[config.mk]
export PLATFORM = sky130hd
export DESIGN_NAME = pkt_ingress_top
export DESIGN_NICKNAME = d
export VERILOG_FILES = /design/src/pkt_pkg.sv /design/src/crc16_acc.sv /design/src/in_wr_controller_fsm.sv /design/src/out_arbiter.sv /design/src/pkt_fifo.sv /design/src/pkt_ingress_top.sv
export SDC_FILE = /design/constraint.sdc
export NUM_CORES = 1
export LEC_CHECK = 0
export BUFFER_PORTS_ARGS = -buffer_cell sky130_fd_sc_hd__buf_2
export CAP_MARGIN = 20
export CORE_MARGIN = 1
export CORE_UTILIZATION = 25
export DETAILED_ROUTE_END_ITERATION = 10
export PLACE_DENSITY = 0.41
export SLEW_MARGIN = 20
export SYNTH_ARGS = -nofsm -noshare
export SYNTH_HDL_FRONTEND = slang
export SYNTH_HIERARCHICAL = 1
export SYNTH_SLANG_ARGS = --single-unit
[constraint.sdc]
create_clock -name clk -period 8.3 [get_ports clk]
set_input_delay 0.83 -clock clk [delete_from_list [all_inputs] [get_ports clk]]
set_output_delay 0.83 -clock clk [all_outputs]
set_load 0.1 [all_outputs]
[src/pkt_pkg.sv]
package pkt_pkg;

    localparam int data_width = 16;
    localparam int len_width  = 5;       // Low header bits carry the payload length.
    localparam int fifo_depth = 32;
    localparam int fifo_aw    = 5;
    localparam int num_ports  = 2;

    localparam logic [data_width-1:0] crc_init = 16'hFFFF;
    localparam logic [data_width-1:0] crc_poly = 16'h1021; // CCITT, MSB first, no final xor.

    typedef enum logic [2:0] {
        ST_IDLE  = 3'b110,
        ST_LOAD  = 3'b001,
        ST_WR    = 3'b011,
        ST_WAIT  = 3'b010,
        ST_ERROR = 3'b111
    } ctrl_state_e;

    typedef enum logic [1:0] {
        ARB_IDLE = 2'b00,
        ARB_HDR  = 2'b01,
        ARB_DATA = 2'b10,
        ARB_CRC  = 2'b11
    } arb_state_e;

endpackage

[src/crc16_acc.sv]
`timescale 1ns/1ps

module crc16_acc (
    input  logic                              clk,
    input  logic                              rst_n,
    input  logic                              clr_n,
    input  logic                              en,
    input  logic [pkt_pkg::data_width-1:0]    data,
    output logic [pkt_pkg::data_width-1:0]    crc
);

    // Folds one whole word into the register, one bit per iteration.
    function automatic logic [pkt_pkg::data_width-1:0] crc_step(
        input logic [pkt_pkg::data_width-1:0] c_in,
        input logic [pkt_pkg::data_width-1:0] d
    );
        logic [pkt_pkg::data_width-1:0] c;
        logic                           fb;
        c = c_in;
        for (int i = pkt_pkg::data_width - 1; i >= 0; i--) begin
            fb = c[pkt_pkg::data_width-1] ^ d[i];
            c  = {c[pkt_pkg::data_width-2:0], 1'b0};
            if (fb) begin
                c = c ^ pkt_pkg::crc_poly;
            end
        end
        return c;
    endfunction

    always_ff @(posedge clk or negedge rst_n) begin
        if (!rst_n) begin
            crc <= pkt_pkg::crc_init;
        end else if (!clr_n) begin
            crc <= pkt_pkg::crc_init;
        end else if (en) begin
            crc <= crc_step(crc, data);
        end
    end

endmodule

[src/in_wr_controller_fsm.sv]
`timescale 1ns/1ps

module in_wr_controller_fsm (
    input  logic                              clk,
    input  logic                              rst_n,
    input  logic                              sop,
    input  logic                              valid,
    input  logic                              eop,
    input  logic                              ready,
    input  logic [pkt_pkg::data_width-1:0]    ctrl_data_in,
    output logic                              wr_en,
    output logic                              fifo_rst_n,
    output logic                              crc_rst_n,
    output logic                              done,
    output logic [pkt_pkg::data_width-1:0]    ctrl_data_reg
);

    pkt_pkg::ctrl_state_e              state;
    pkt_pkg::ctrl_state_e              state_nxt;
    logic [pkt_pkg::len_width-1:0]     cnt;
    logic                              cnt_eq_len;

    always_ff @(posedge clk or negedge rst_n) begin
        if (!rst_n) begin
            state <= pkt_pkg::ST_IDLE;
        end else begin
            state <= state_nxt;
        end
    end

    always_ff @(posedge clk or negedge rst_n) begin
        if (!rst_n) begin
            cnt <= '0;
        end else if (state == pkt_pkg::ST_IDLE) begin
            cnt <= '0;
        end else if (state == pkt_pkg::ST_WR && valid) begin
            cnt <= cnt + 1'b1;
        end
    end

    always_ff @(posedge clk) begin
        if (state == pkt_pkg::ST_LOAD) begin
            ctrl_data_reg <= ctrl_data_in;   // Header word arrives the cycle after sop.
        end
    end

    assign cnt_eq_len = (cnt == ctrl_data_reg[pkt_pkg::len_width-1:0]);

    always_comb begin
        state_nxt = state;
        case (state)
            pkt_pkg::ST_IDLE: begin
                if (sop) begin
                    state_nxt = pkt_pkg::ST_LOAD;
                end
            end
            pkt_pkg::ST_LOAD: state_nxt = pkt_pkg::ST_WR;
            pkt_pkg::ST_WR: begin
                if (eop) begin
                    state_nxt = cnt_eq_len ? pkt_pkg::ST_WAIT : pkt_pkg::ST_ERROR;
                end
            end
            pkt_pkg::ST_WAIT: begin
                if (ready) begin
                    state_nxt = pkt_pkg::ST_IDLE;
                end
            end
            default: state_nxt = pkt_pkg::ST_IDLE;
        endcase
    end

    assign wr_en      = (state == pkt_pkg::ST_WR) && !eop;
    assign done       = (state == pkt_pkg::ST_WAIT);
    assign fifo_rst_n = (state != pkt_pkg::ST_ERROR);
    // CRC goes back to its seed once the packet has left or was dropped.
    assign crc_rst_n  = !((state == pkt_pkg::ST_ERROR) ||
                          (state == pkt_pkg::ST_WAIT && ready));

    a_eop_not_valid: assert property (
        @(posedge clk) disable iff (!rst_n) !(eop && valid)
    );

endmodule

[src/out_arbiter.sv]
`timescale 1ns/1ps

module out_arbiter (
    input  logic                              clk,
    input  logic                              rst_n,
    input  logic [pkt_pkg::num_ports-1:0]     done,
    input  logic [pkt_pkg::data_width-1:0]    hdr_0,
    input  logic [pkt_pkg::data_width-1:0]    hdr_1,
    input  logic [pkt_pkg::data_width-1:0]    fifo_data_0,
    input  logic [pkt_pkg::data_width-1:0]    fifo_data_1,
    input  logic [pkt_pkg::data_width-1:0]    crc_0,
    input  logic [pkt_pkg::data_width-1:0]    crc_1,
    output logic [pkt_pkg::num_ports-1:0]     rd_en,
    output logic [pkt_pkg::num_ports-1:0]     ready,
    output logic                              out_valid,
    output logic                              out_sop,
    output logic                              out_eop,
    output logic                              out_port,
    output logic [pkt_pkg::data_width-1:0]    out_data
);

    pkt_pkg::arb_state_e               state;
    logic [pkt_pkg::num_ports-1:0]     gnt;
    logic [pkt_pkg::num_ports-1:0]     avail;
    logic                              prio;
    logic                              pick;
    logic                              sel;
    logic [pkt_pkg::len_width-1:0]     len;
    logic [pkt_pkg::len_width-1:0]     cnt;
    logic [pkt_pkg::len_width-1:0]     cnt_nxt;

    // A port being released this cycle still shows done, so it is masked.
    assign avail   = done & ~ready;
    assign pick    = avail[prio] ? prio : ~prio;
    assign sel     = gnt[1];
    assign len     = sel ? hdr_1[pkt_pkg::len_width-1:0] : hdr_0[pkt_pkg::len_width-1:0];
    assign cnt_nxt = cnt + 1'b1;

    always_ff @(posedge clk or negedge rst_n) begin
        if (!rst_n) begin
            state <= pkt_pkg::ARB_IDLE;
            gnt   <= '0;
            prio  <= 1'b0;
            cnt   <= '0;
            ready <= '0;
        end else begin
            ready <= '0;
            case (state)
                pkt_pkg::ARB_IDLE: begin
                    if (|avail) begin
                        gnt       <= '0;
                        gnt[pick] <= 1'b1;
                        prio      <= ~pick;     // Next turn favours the other port.
                        state     <= pkt_pkg::ARB_HDR;
                    end
                end
                pkt_pkg::ARB_HDR: begin
                    cnt <= '0;
                    if (len == '0) begin
                        state <= pkt_pkg::ARB_CRC;
                    end else begin
                        state <= pkt_pkg::ARB_DATA;
                    end
                end
                pkt_pkg::ARB_DATA: begin
                    cnt <= cnt_nxt;
                    if (cnt_nxt == len) begin
                        state <= pkt_pkg::ARB_CRC;
                    end
                end
                default: begin
                    ready <= gnt;
                    gnt   <= '0;
                    state <= pkt_pkg::ARB_IDLE;
                end
            endcase
        end
    end

    always_comb begin
        out_valid = (state != pkt_pkg::ARB_IDLE);
        out_sop   = (state == pkt_pkg::ARB_HDR);
        out_eop   = (state == pkt_pkg::ARB_CRC);
        out_port  = sel;
        out_data  = '0;
        rd_en     = '0;
        case (state)
            pkt_pkg::ARB_HDR:  out_data = sel ? hdr_1 : hdr_0;
            pkt_pkg::ARB_DATA: begin
                out_data = sel ? fifo_data_1 : fifo_data_0;
                rd_en    = gnt;
            end
            pkt_pkg::ARB_CRC:  out_data = sel ? crc_1 : crc_0;
            default:           out_data = '0;
        endcase
    end

    a_gnt_onehot: assert property (
        @(posedge clk) disable iff (!rst_n) (state != pkt_pkg::ARB_IDLE) |-> $onehot(gnt)
    );
    a_rd_only_done: assert property (
        @(posedge clk) disable iff (!rst_n) (rd_en & ~done) == '0
    );

endmodule

[src/pkt_fifo.sv]
`timescale 1ns/1ps

module pkt_fifo (
    input  logic                              clk,
    input  logic                              rst_n,
    input  logic                              clr_n,
    input  logic                              wr_en,
    input  logic                              rd_en,
    input  logic [pkt_pkg::data_width-1:0]    wr_data,
    output logic [pkt_pkg::data_width-1:0]    rd_data,
    output logic                              empty,
    output logic                              full
);

    logic [pkt_pkg::data_width-1:0] mem [pkt_pkg::fifo_depth];
    logic [pkt_pkg::fifo_aw-1:0]    wr_ptr;
    logic [pkt_pkg::fifo_aw-1:0]    rd_ptr;
    logic [pkt_pkg::fifo_aw:0]      count;

    always_ff @(posedge clk) begin
        if (wr_en) begin
            mem[wr_ptr] <= wr_data;
        end
    end

    always_ff @(posedge clk or negedge rst_n) begin
        if (!rst_n) begin
            wr_ptr <= '0;
            rd_ptr <= '0;
            count  <= '0;
        end else if (!clr_n) begin
            wr_ptr <= '0;                   // Flush drops whatever was stored.
            rd_ptr <= '0;
            count  <= '0;
        end else begin
            if (wr_en) begin
                wr_ptr <= wr_ptr + 1'b1;
            end
            if (rd_en) begin
                rd_ptr <= rd_ptr + 1'b1;
            end
            case ({wr_en, rd_en})
                2'b10:   count <= count + 1'b1;
                2'b01:   count <= count - 1'b1;
                default: count <= count;
            endcase
        end
    end

    assign rd_data = mem[rd_ptr];   // Head word is always visible.
    assign empty   = (count == '0);
    assign full    = (count == pkt_pkg::fifo_depth);

    a_no_overflow: assert property (@(posedge clk) disable iff (!rst_n) !(wr_en && full));
    a_no_underflow: assert property (@(posedge clk) disable iff (!rst_n) !(rd_en && empty));

endmodule

[src/pkt_ingress_top.sv]
`timescale 1ns/1ps

module pkt_ingress_top (
    input  logic                              clk,
    input  logic                              rst_n,
    input  logic [pkt_pkg::num_ports-1:0]     sop,
    input  logic [pkt_pkg::num_ports-1:0]     valid,
    input  logic [pkt_pkg::num_ports-1:0]     eop,
    input  logic [pkt_pkg::data_width-1:0]    data_0,
    input  logic [pkt_pkg::data_width-1:0]    data_1,
    output logic                              out_valid,
    output logic                              out_sop,
    output logic                              out_eop,
    output logic                              out_port,
    output logic [pkt_pkg::data_width-1:0]    out_data
);

    logic [pkt_pkg::data_width-1:0] data_in [pkt_pkg::num_ports];
    logic [pkt_pkg::data_width-1:0] hdr     [pkt_pkg::num_ports];
    logic [pkt_pkg::data_width-1:0] fifo_q  [pkt_pkg::num_ports];
    logic [pkt_pkg::data_width-1:0] crc_q   [pkt_pkg::num_ports];
    logic [pkt_pkg::num_ports-1:0]  wr_en;
    logic [pkt_pkg::num_ports-1:0]  fifo_clr_n;
    logic [pkt_pkg::num_ports-1:0]  crc_clr_n;
    logic [pkt_pkg::num_ports-1:0]  done;
    logic [pkt_pkg::num_ports-1:0]  rd_en;
    logic [pkt_pkg::num_ports-1:0]  ready;

    assign data_in[0] = data_0;
    assign data_in[1] = data_1;

    for (genvar p = 0; p < pkt_pkg::num_ports; p++) begin : g_port
        in_wr_controller_fsm u_ctrl (
            .clk           (clk),
            .rst_n         (rst_n),
            .sop           (sop[p]),
            .valid         (valid[p]),
            .eop           (eop[p]),
            .ready         (ready[p]),
            .ctrl_data_in  (data_in[p]),
            .wr_en         (wr_en[p]),
            .fifo_rst_n    (fifo_clr_n[p]),
            .crc_rst_n     (crc_clr_n[p]),
            .done          (done[p]),
            .ctrl_data_reg (hdr[p])
        );

        pkt_fifo u_fifo (
            .clk     (clk),
            .rst_n   (rst_n),
            .clr_n   (fifo_clr_n[p]),
            .wr_en   (wr_en[p] & valid[p]),
            .rd_en   (rd_en[p]),
            .wr_data (data_in[p]),
            .rd_data (fifo_q[p]),
            .empty   (),
            .full    ()
        );

        crc16_acc u_crc (
            .clk   (clk),
            .rst_n (rst_n),
            .clr_n (crc_clr_n[p]),
            .en    (wr_en[p] & valid[p]),
            .data  (data_in[p]),
            .crc   (crc_q[p])
        );
    end

    out_arbiter u_arb (
        .clk         (clk),
        .rst_n       (rst_n),
        .done        (done),
        .hdr_0       (hdr[0]),
        .hdr_1       (hdr[1]),
        .fifo_data_0 (fifo_q[0]),
        .fifo_data_1 (fifo_q[1]),
        .crc_0       (crc_q[0]),
        .crc_1       (crc_q[1]),
        .rd_en       (rd_en),
        .ready       (ready),
        .out_valid   (out_valid),
        .out_sop     (out_sop),
        .out_eop     (out_eop),
        .out_port    (out_port),
        .out_data    (out_data)
    );

endmodule

Word-level counts from Yosys, hierarchy flattened:

Memories as Yosys holds them, arrays and structs flattened.
Index checks and enable logic that the tools add are counted.
W data, S select, Z words.

* muxes and demuxes: 141
* add/subtract/negate cells: 7
* magnitude comparators: 3
* equal/unequal tests: 30
* shifts and indexed selects: 0
* divide/modulo/power cells: 0
* multipliers: 0
* reductions and logical operators: 27
* bitwise operators: 71

Operators by type and width (number)
* $mux W16: 67
* $mux W13: 32
* $not A3 Y3: 32
* $mux W5: 13
* $pmux W16 S3: 1
* $add A5 B1 Y5 const B: 7
* $xor A1 B1 Y1: 32
* $mux W3: 8
* $pmux W3 S4: 2
* $eq A5 B5 Y1: 3
* $eq A3 B2 Y1 const B: 4
* $eq A3 B3 Y1 const B: 4
* $ne A2 B1 Y1 const B: 6
* $ne A2 B2 Y1 const B: 6
* $reduce_bool A2 Y1: 6
* $mux W2: 5
* $pmux W5 S2: 1
* $mux W1: 9
* $logic_and A1 B1 Y1: 7
* $eq A3 B1 Y1 const B: 2
* $ne A3 B3 Y1 const B: 2
* $pmux W2 S3: 1
* $reduce_and A2 Y1: 3
* $reduce_and A3 Y1: 2
* other kinds (16): 24

* output and inout port bits: 20
* bits in read-only memories: 0
* bits of input ports: 40
* word-level logic and storage cells: 298
* latch bits: 0
* memory bits (writable): 1024
* register bits: 112
* memories: 2

Memories
* g_port[0].u_fifo.mem: depth 32, width 16, read ports 1, clocked after memory_dff 0, write ports 1, RTL line pkt_fifo.sv:15 `logic [pkt_pkg::data_width-1:0] mem [pkt_pkg::fifo_depth];`
* g_port[1].u_fifo.mem: depth 32, width 16, read ports 1, clocked after memory_dff 0, write ports 1, RTL line pkt_fifo.sv:15

Longest topological paths before layout:

* depth after elaboration: 65
* gate-level depth with buffers: 12

Modules after synthesis:

Netlist, hierarchy kept.

By module, submodules not included
* pkt_fifo (g_port[0].u_fifo): area an instance 20776.2 µm², times used 1, cells an instance 1096, seq. area each 15775.1 µm²
* pkt_fifo (g_port[1].u_fifo): area an instance 20773.7 µm², times used 1, cells an instance 1096, seq. area each 15775.1 µm²
* crc16_acc: area an instance 1244.9 µm², times used 2, cells an instance 119, seq. area each 420.4 µm²
* in_wr_controller_fsm: area an instance 948.4 µm², times used 2, cells an instance 66, seq. area each 683.2 µm²
* out_arbiter: area an instance 1520.2 µm², times used 1, cells an instance 200, seq. area each 300.3 µm²
* pkt_ingress_top: area an instance 12.5 µm², times used 1, cells an instance 2, seq. area each 0.0 µm²

Worst setup path before layout:

No wires, ideal clock.

* path type: register -> output
* start: reg u_arb.state[1]
* end: out out_data[12] in the netlist's numbering
* data required time: 7.470 ns
* stages on the path, launching flop included: 9
* setup slack: 3.789 ns
* arrival time: 3.681 ns
* cell sequence: dfrtp_1 inv_1 ha_1 buf_2 clkbuf_1 a22oi_1 nand2_1 nand2_1 a31oi_1

* longest elaborated chain between the ends: 2
* elaborated cells on any way between the ends: 4
* classes of those cells: 3 x eq/ne; 1 x mux

RTL lines
* start: declaration: RTL line out_arbiter.sv:22 `pkt_pkg::arb_state_e state;`
* start signal: assignment: RTL line out_arbiter.sv:41 `state <= pkt_pkg::ARB_IDLE;`
* start signal: assignment: RTL line out_arbiter.sv:54 `state <= pkt_pkg::ARB_HDR;`
* start signal: assignment: RTL line out_arbiter.sv:60 `state <= pkt_pkg::ARB_CRC;`
* $eq A2 B1 Y1
* net out_sop: RTL line pkt_ingress_top.sv:12 `output logic out_sop,`
* $pmux W16 S3: RTL line out_arbiter.sv:87 `case (state)`
* end: declaration: RTL line pkt_ingress_top.sv:15 `output logic [pkt_pkg::data_width-1:0] out_data`

The timed path passes the listed nets, and every way through them passes these cells.

==> run_results.csv <==
group,metric,value,unit
final_layout,final_cells,5410,
final_layout,largest_register_ffs,1024,
critical_path,end_kind,"output pin",
placement,portBuffers,59,
final_layout,syn2layout_area_growth,16.6,%
critical_path,cp_data_required_time,7.47,ns
sta,fin_tns_setup,0,ns
critical_path,timing.rr.start,"g_port[0].u_ctrl/state[1]",
sta,holdWs,0.245,ns
clock_network,clockRootBuffer,"clkbuf_16",
grt,grt_first_pass_wirelength,192000,microns
floorplanning,die_w,433,microns
floorplanning,rows,158,
clock_network,h-tree-depth,3,
pwr,seq_power_share,40.5,%
clock_network,insertion_delay,0.75,ns
critical_path,cp_top_family,"compound AO/OA/AOI/OAI gates",
sta,finalHoldViolCount,0,
hold_path,hp-class,"in2reg",
sta,rsz0062_at_grt,"false",
critical_path,start_kind,"flip-flop",
pwr,irDropWorstVdd,0.000376,V
critical_path,crit_chain,"buf_4, mux4_2, nor2b_1, a21oi_1, nand4_1, mux2_2, a222oi_1, nor2_1, buf_2",
pwr,switching_power,5.36,mW
sta,skew,0.0332,ns
sta,period_share,72.0,%
critical_path,path_depth,9,
critical_path,critPathMaxFanout,33,
logic_synthesis,synth_nets,2716,
sta,slew_violations,0,
critical_path,crit_slowest_cell,"dfrtp_4",
detailed_routing,wirelength,136000,microns
placement,dp_cells,5178,
sta,slew_headroom,21.6,%
sta,period_needed,5.98,ns
detailed_routing,vias_per_cell,4.46,
grt,grt_overflow,0,
detailed_routing,detail-route-antenna-nets,0,
clock_network,clk_path_buf_depth,3,
run_status,status,"finished, final reports clean",
floorplanning,core-area,185000,sq um
placement,dpl.hpwl,83400,microns
logic_synthesis,synth.avg_cell_area,17.5,sq um
logic_synthesis,synth_warnings,6,
pwr,p_per_area,305,nW/um^2
clock_network,cts_setup_buffers,0,
pwr,finalPower,16.6,mW
critical_path,path_buf_inv,2,
grt,grt_usage,14.4,%
placement,gp_congestion,0.751,
pwr,pwr-share-clk,32.6,%
critical_path,critPathArrivalTime,5.15,ns
job,drv_cap,0,
floorplanning,die_area,188000,sq um
critical_path,max_stage_delay,0.82,ns
sta,finalSetupViolCount,0,
detailed_routing,dr.pass1.iters,5,
clock_network,cts_tree,"built",
detailed_routing,drt_iter0_markers,1835,
sta,timing_worst_slew_pin_value,1.18,ns
floorplanning,io_pins,60,
logic_synthesis,syn-instance-count,2658,
floorplanning,fp.dieH,433,microns
logic_synthesis,syn_area,46500,sq um
final_layout,final_util,29.3,%
clock_network,cts_buffers,121,
final_layout,nets,2880,
hold_path,hold_depth,2,
floorplanning,start_util,25.1,%
grt,antenna_found_initial,7,
clock_network,clkSinkCount,1136,
detailed_routing,num_vias,24100,
hold_path,hold_start,"sop[0]",
detailed_routing,wl_per_cell,25.1,microns
final_layout,drive_gt1_share,20.8,%
clock_network,cts.clk_slew.worst_paths,0.06,ns
critical_path,r2r_cells,7,
pwr,p_int,11.2,mW
detailed_routing,remaining_drc_errors,0,
pwr,comb_power_share,26.9,%
sta,clock.fmax,0.167,GHz
pwr,switching_share,32.4,%
critical_path,path_class,"reg2out",
grt,grt_max_degree,76,
grt,grt_pass1_vias,24800,
critical_path,cp-startpoint,"g_port[1].u_fifo/rd_ptr[1]",
pwr,p_leak,16.7,nW
worst paths after layout:
path,slack [ns],end
worst max-delay path,2.32,out_data[0]
worst min-delay path,0.24,g_port[0].u_ctrl/state[1]
worst max register to register,4.77,g_port[0].u_fifo/mem[28][10]
worst min register to register,0.54,g_port[1].u_crc/crc[12]
max in group asynchronous,6.47,g_port[1].u_fifo/rd_ptr[1]
min in group asynchronous,0.59,g_port[0].u_ctrl/cnt[4]
repair_timing:
| action | CTS | global route |
|---|---|---|
| hold buffers | 1 | 0 |
| endpoints found under the hold margin | 1 | 0 |
| gates resized for setup | 0 | 0 |
worst register-to-register path, cell delays in order, from the launching register on:
cell and delay [ns]:
dfstp_2 0.59, and3b_2 0.28, nor2b_1 0.13, and2_1 0.13, buf_4 0.33, nand2_1 0.40
nor2_1 0.96, buf_4 0.38
per-stage QoR:
step,setup WS [ns],cell area (sq um)
2_1_floorplan,3.79,46500
3_3_place_gp,2.93,50300
3_5_place_dp,2.98,50300
4_1_cts,2.14,54300
5_1_grt,2.22,54300
6_report,2.32,54300
power groups by stage:
stage	combinational (mW)	clock (mW)	sequential (mW)
2_1_floorplan	3.42	0	6.65
6_report	4.46	5.40	6.71
3_5_place_dp	4.56	0	6.83
3_3_place_gp	4.57	0	6.83
5_1_grt	4.77	5.73	6.74
4_1_cts	4.57	5.53	6.71
per-layer routing:
| metal | GRT usage (%) | wire length, microns |
|---|---|---|
| met1 | 19.0 | 60800 |
| met2 | 24.0 | 65800 |
| met3 | 2.41 | 5250 |
| met4 | 4.21 | 3720 |
| met5 | 0 | 12 |
final cells by class:
class / count / area [sq um]
flip-flops and latches: 1136 / 33800
diodes: 2 / 5.00
well taps: 2480 / 3100
multi-input cells: 1350 / 12000
fillers: 18400 / 131000
clock buffers: 161 / 3220
inverters: 20 / 75.1
clock inverters: 68 / 703
repair buffers: 193 / 1340
cell usage in the layout (no fill, tap or decap), types with 80 or more instances in the layout:
cell type / count
edfxtp_1: 1056
mux2i_1: 264
a22oi_1: 151
buf_4: 131
mux4_2: 128
clkbuf_16: 121
nand2_1: 93
a21oi_1: 92
nand3_1: 91
xnor2_1: 84
nor2_1: 80
Power figures use the tool's default switching activity.
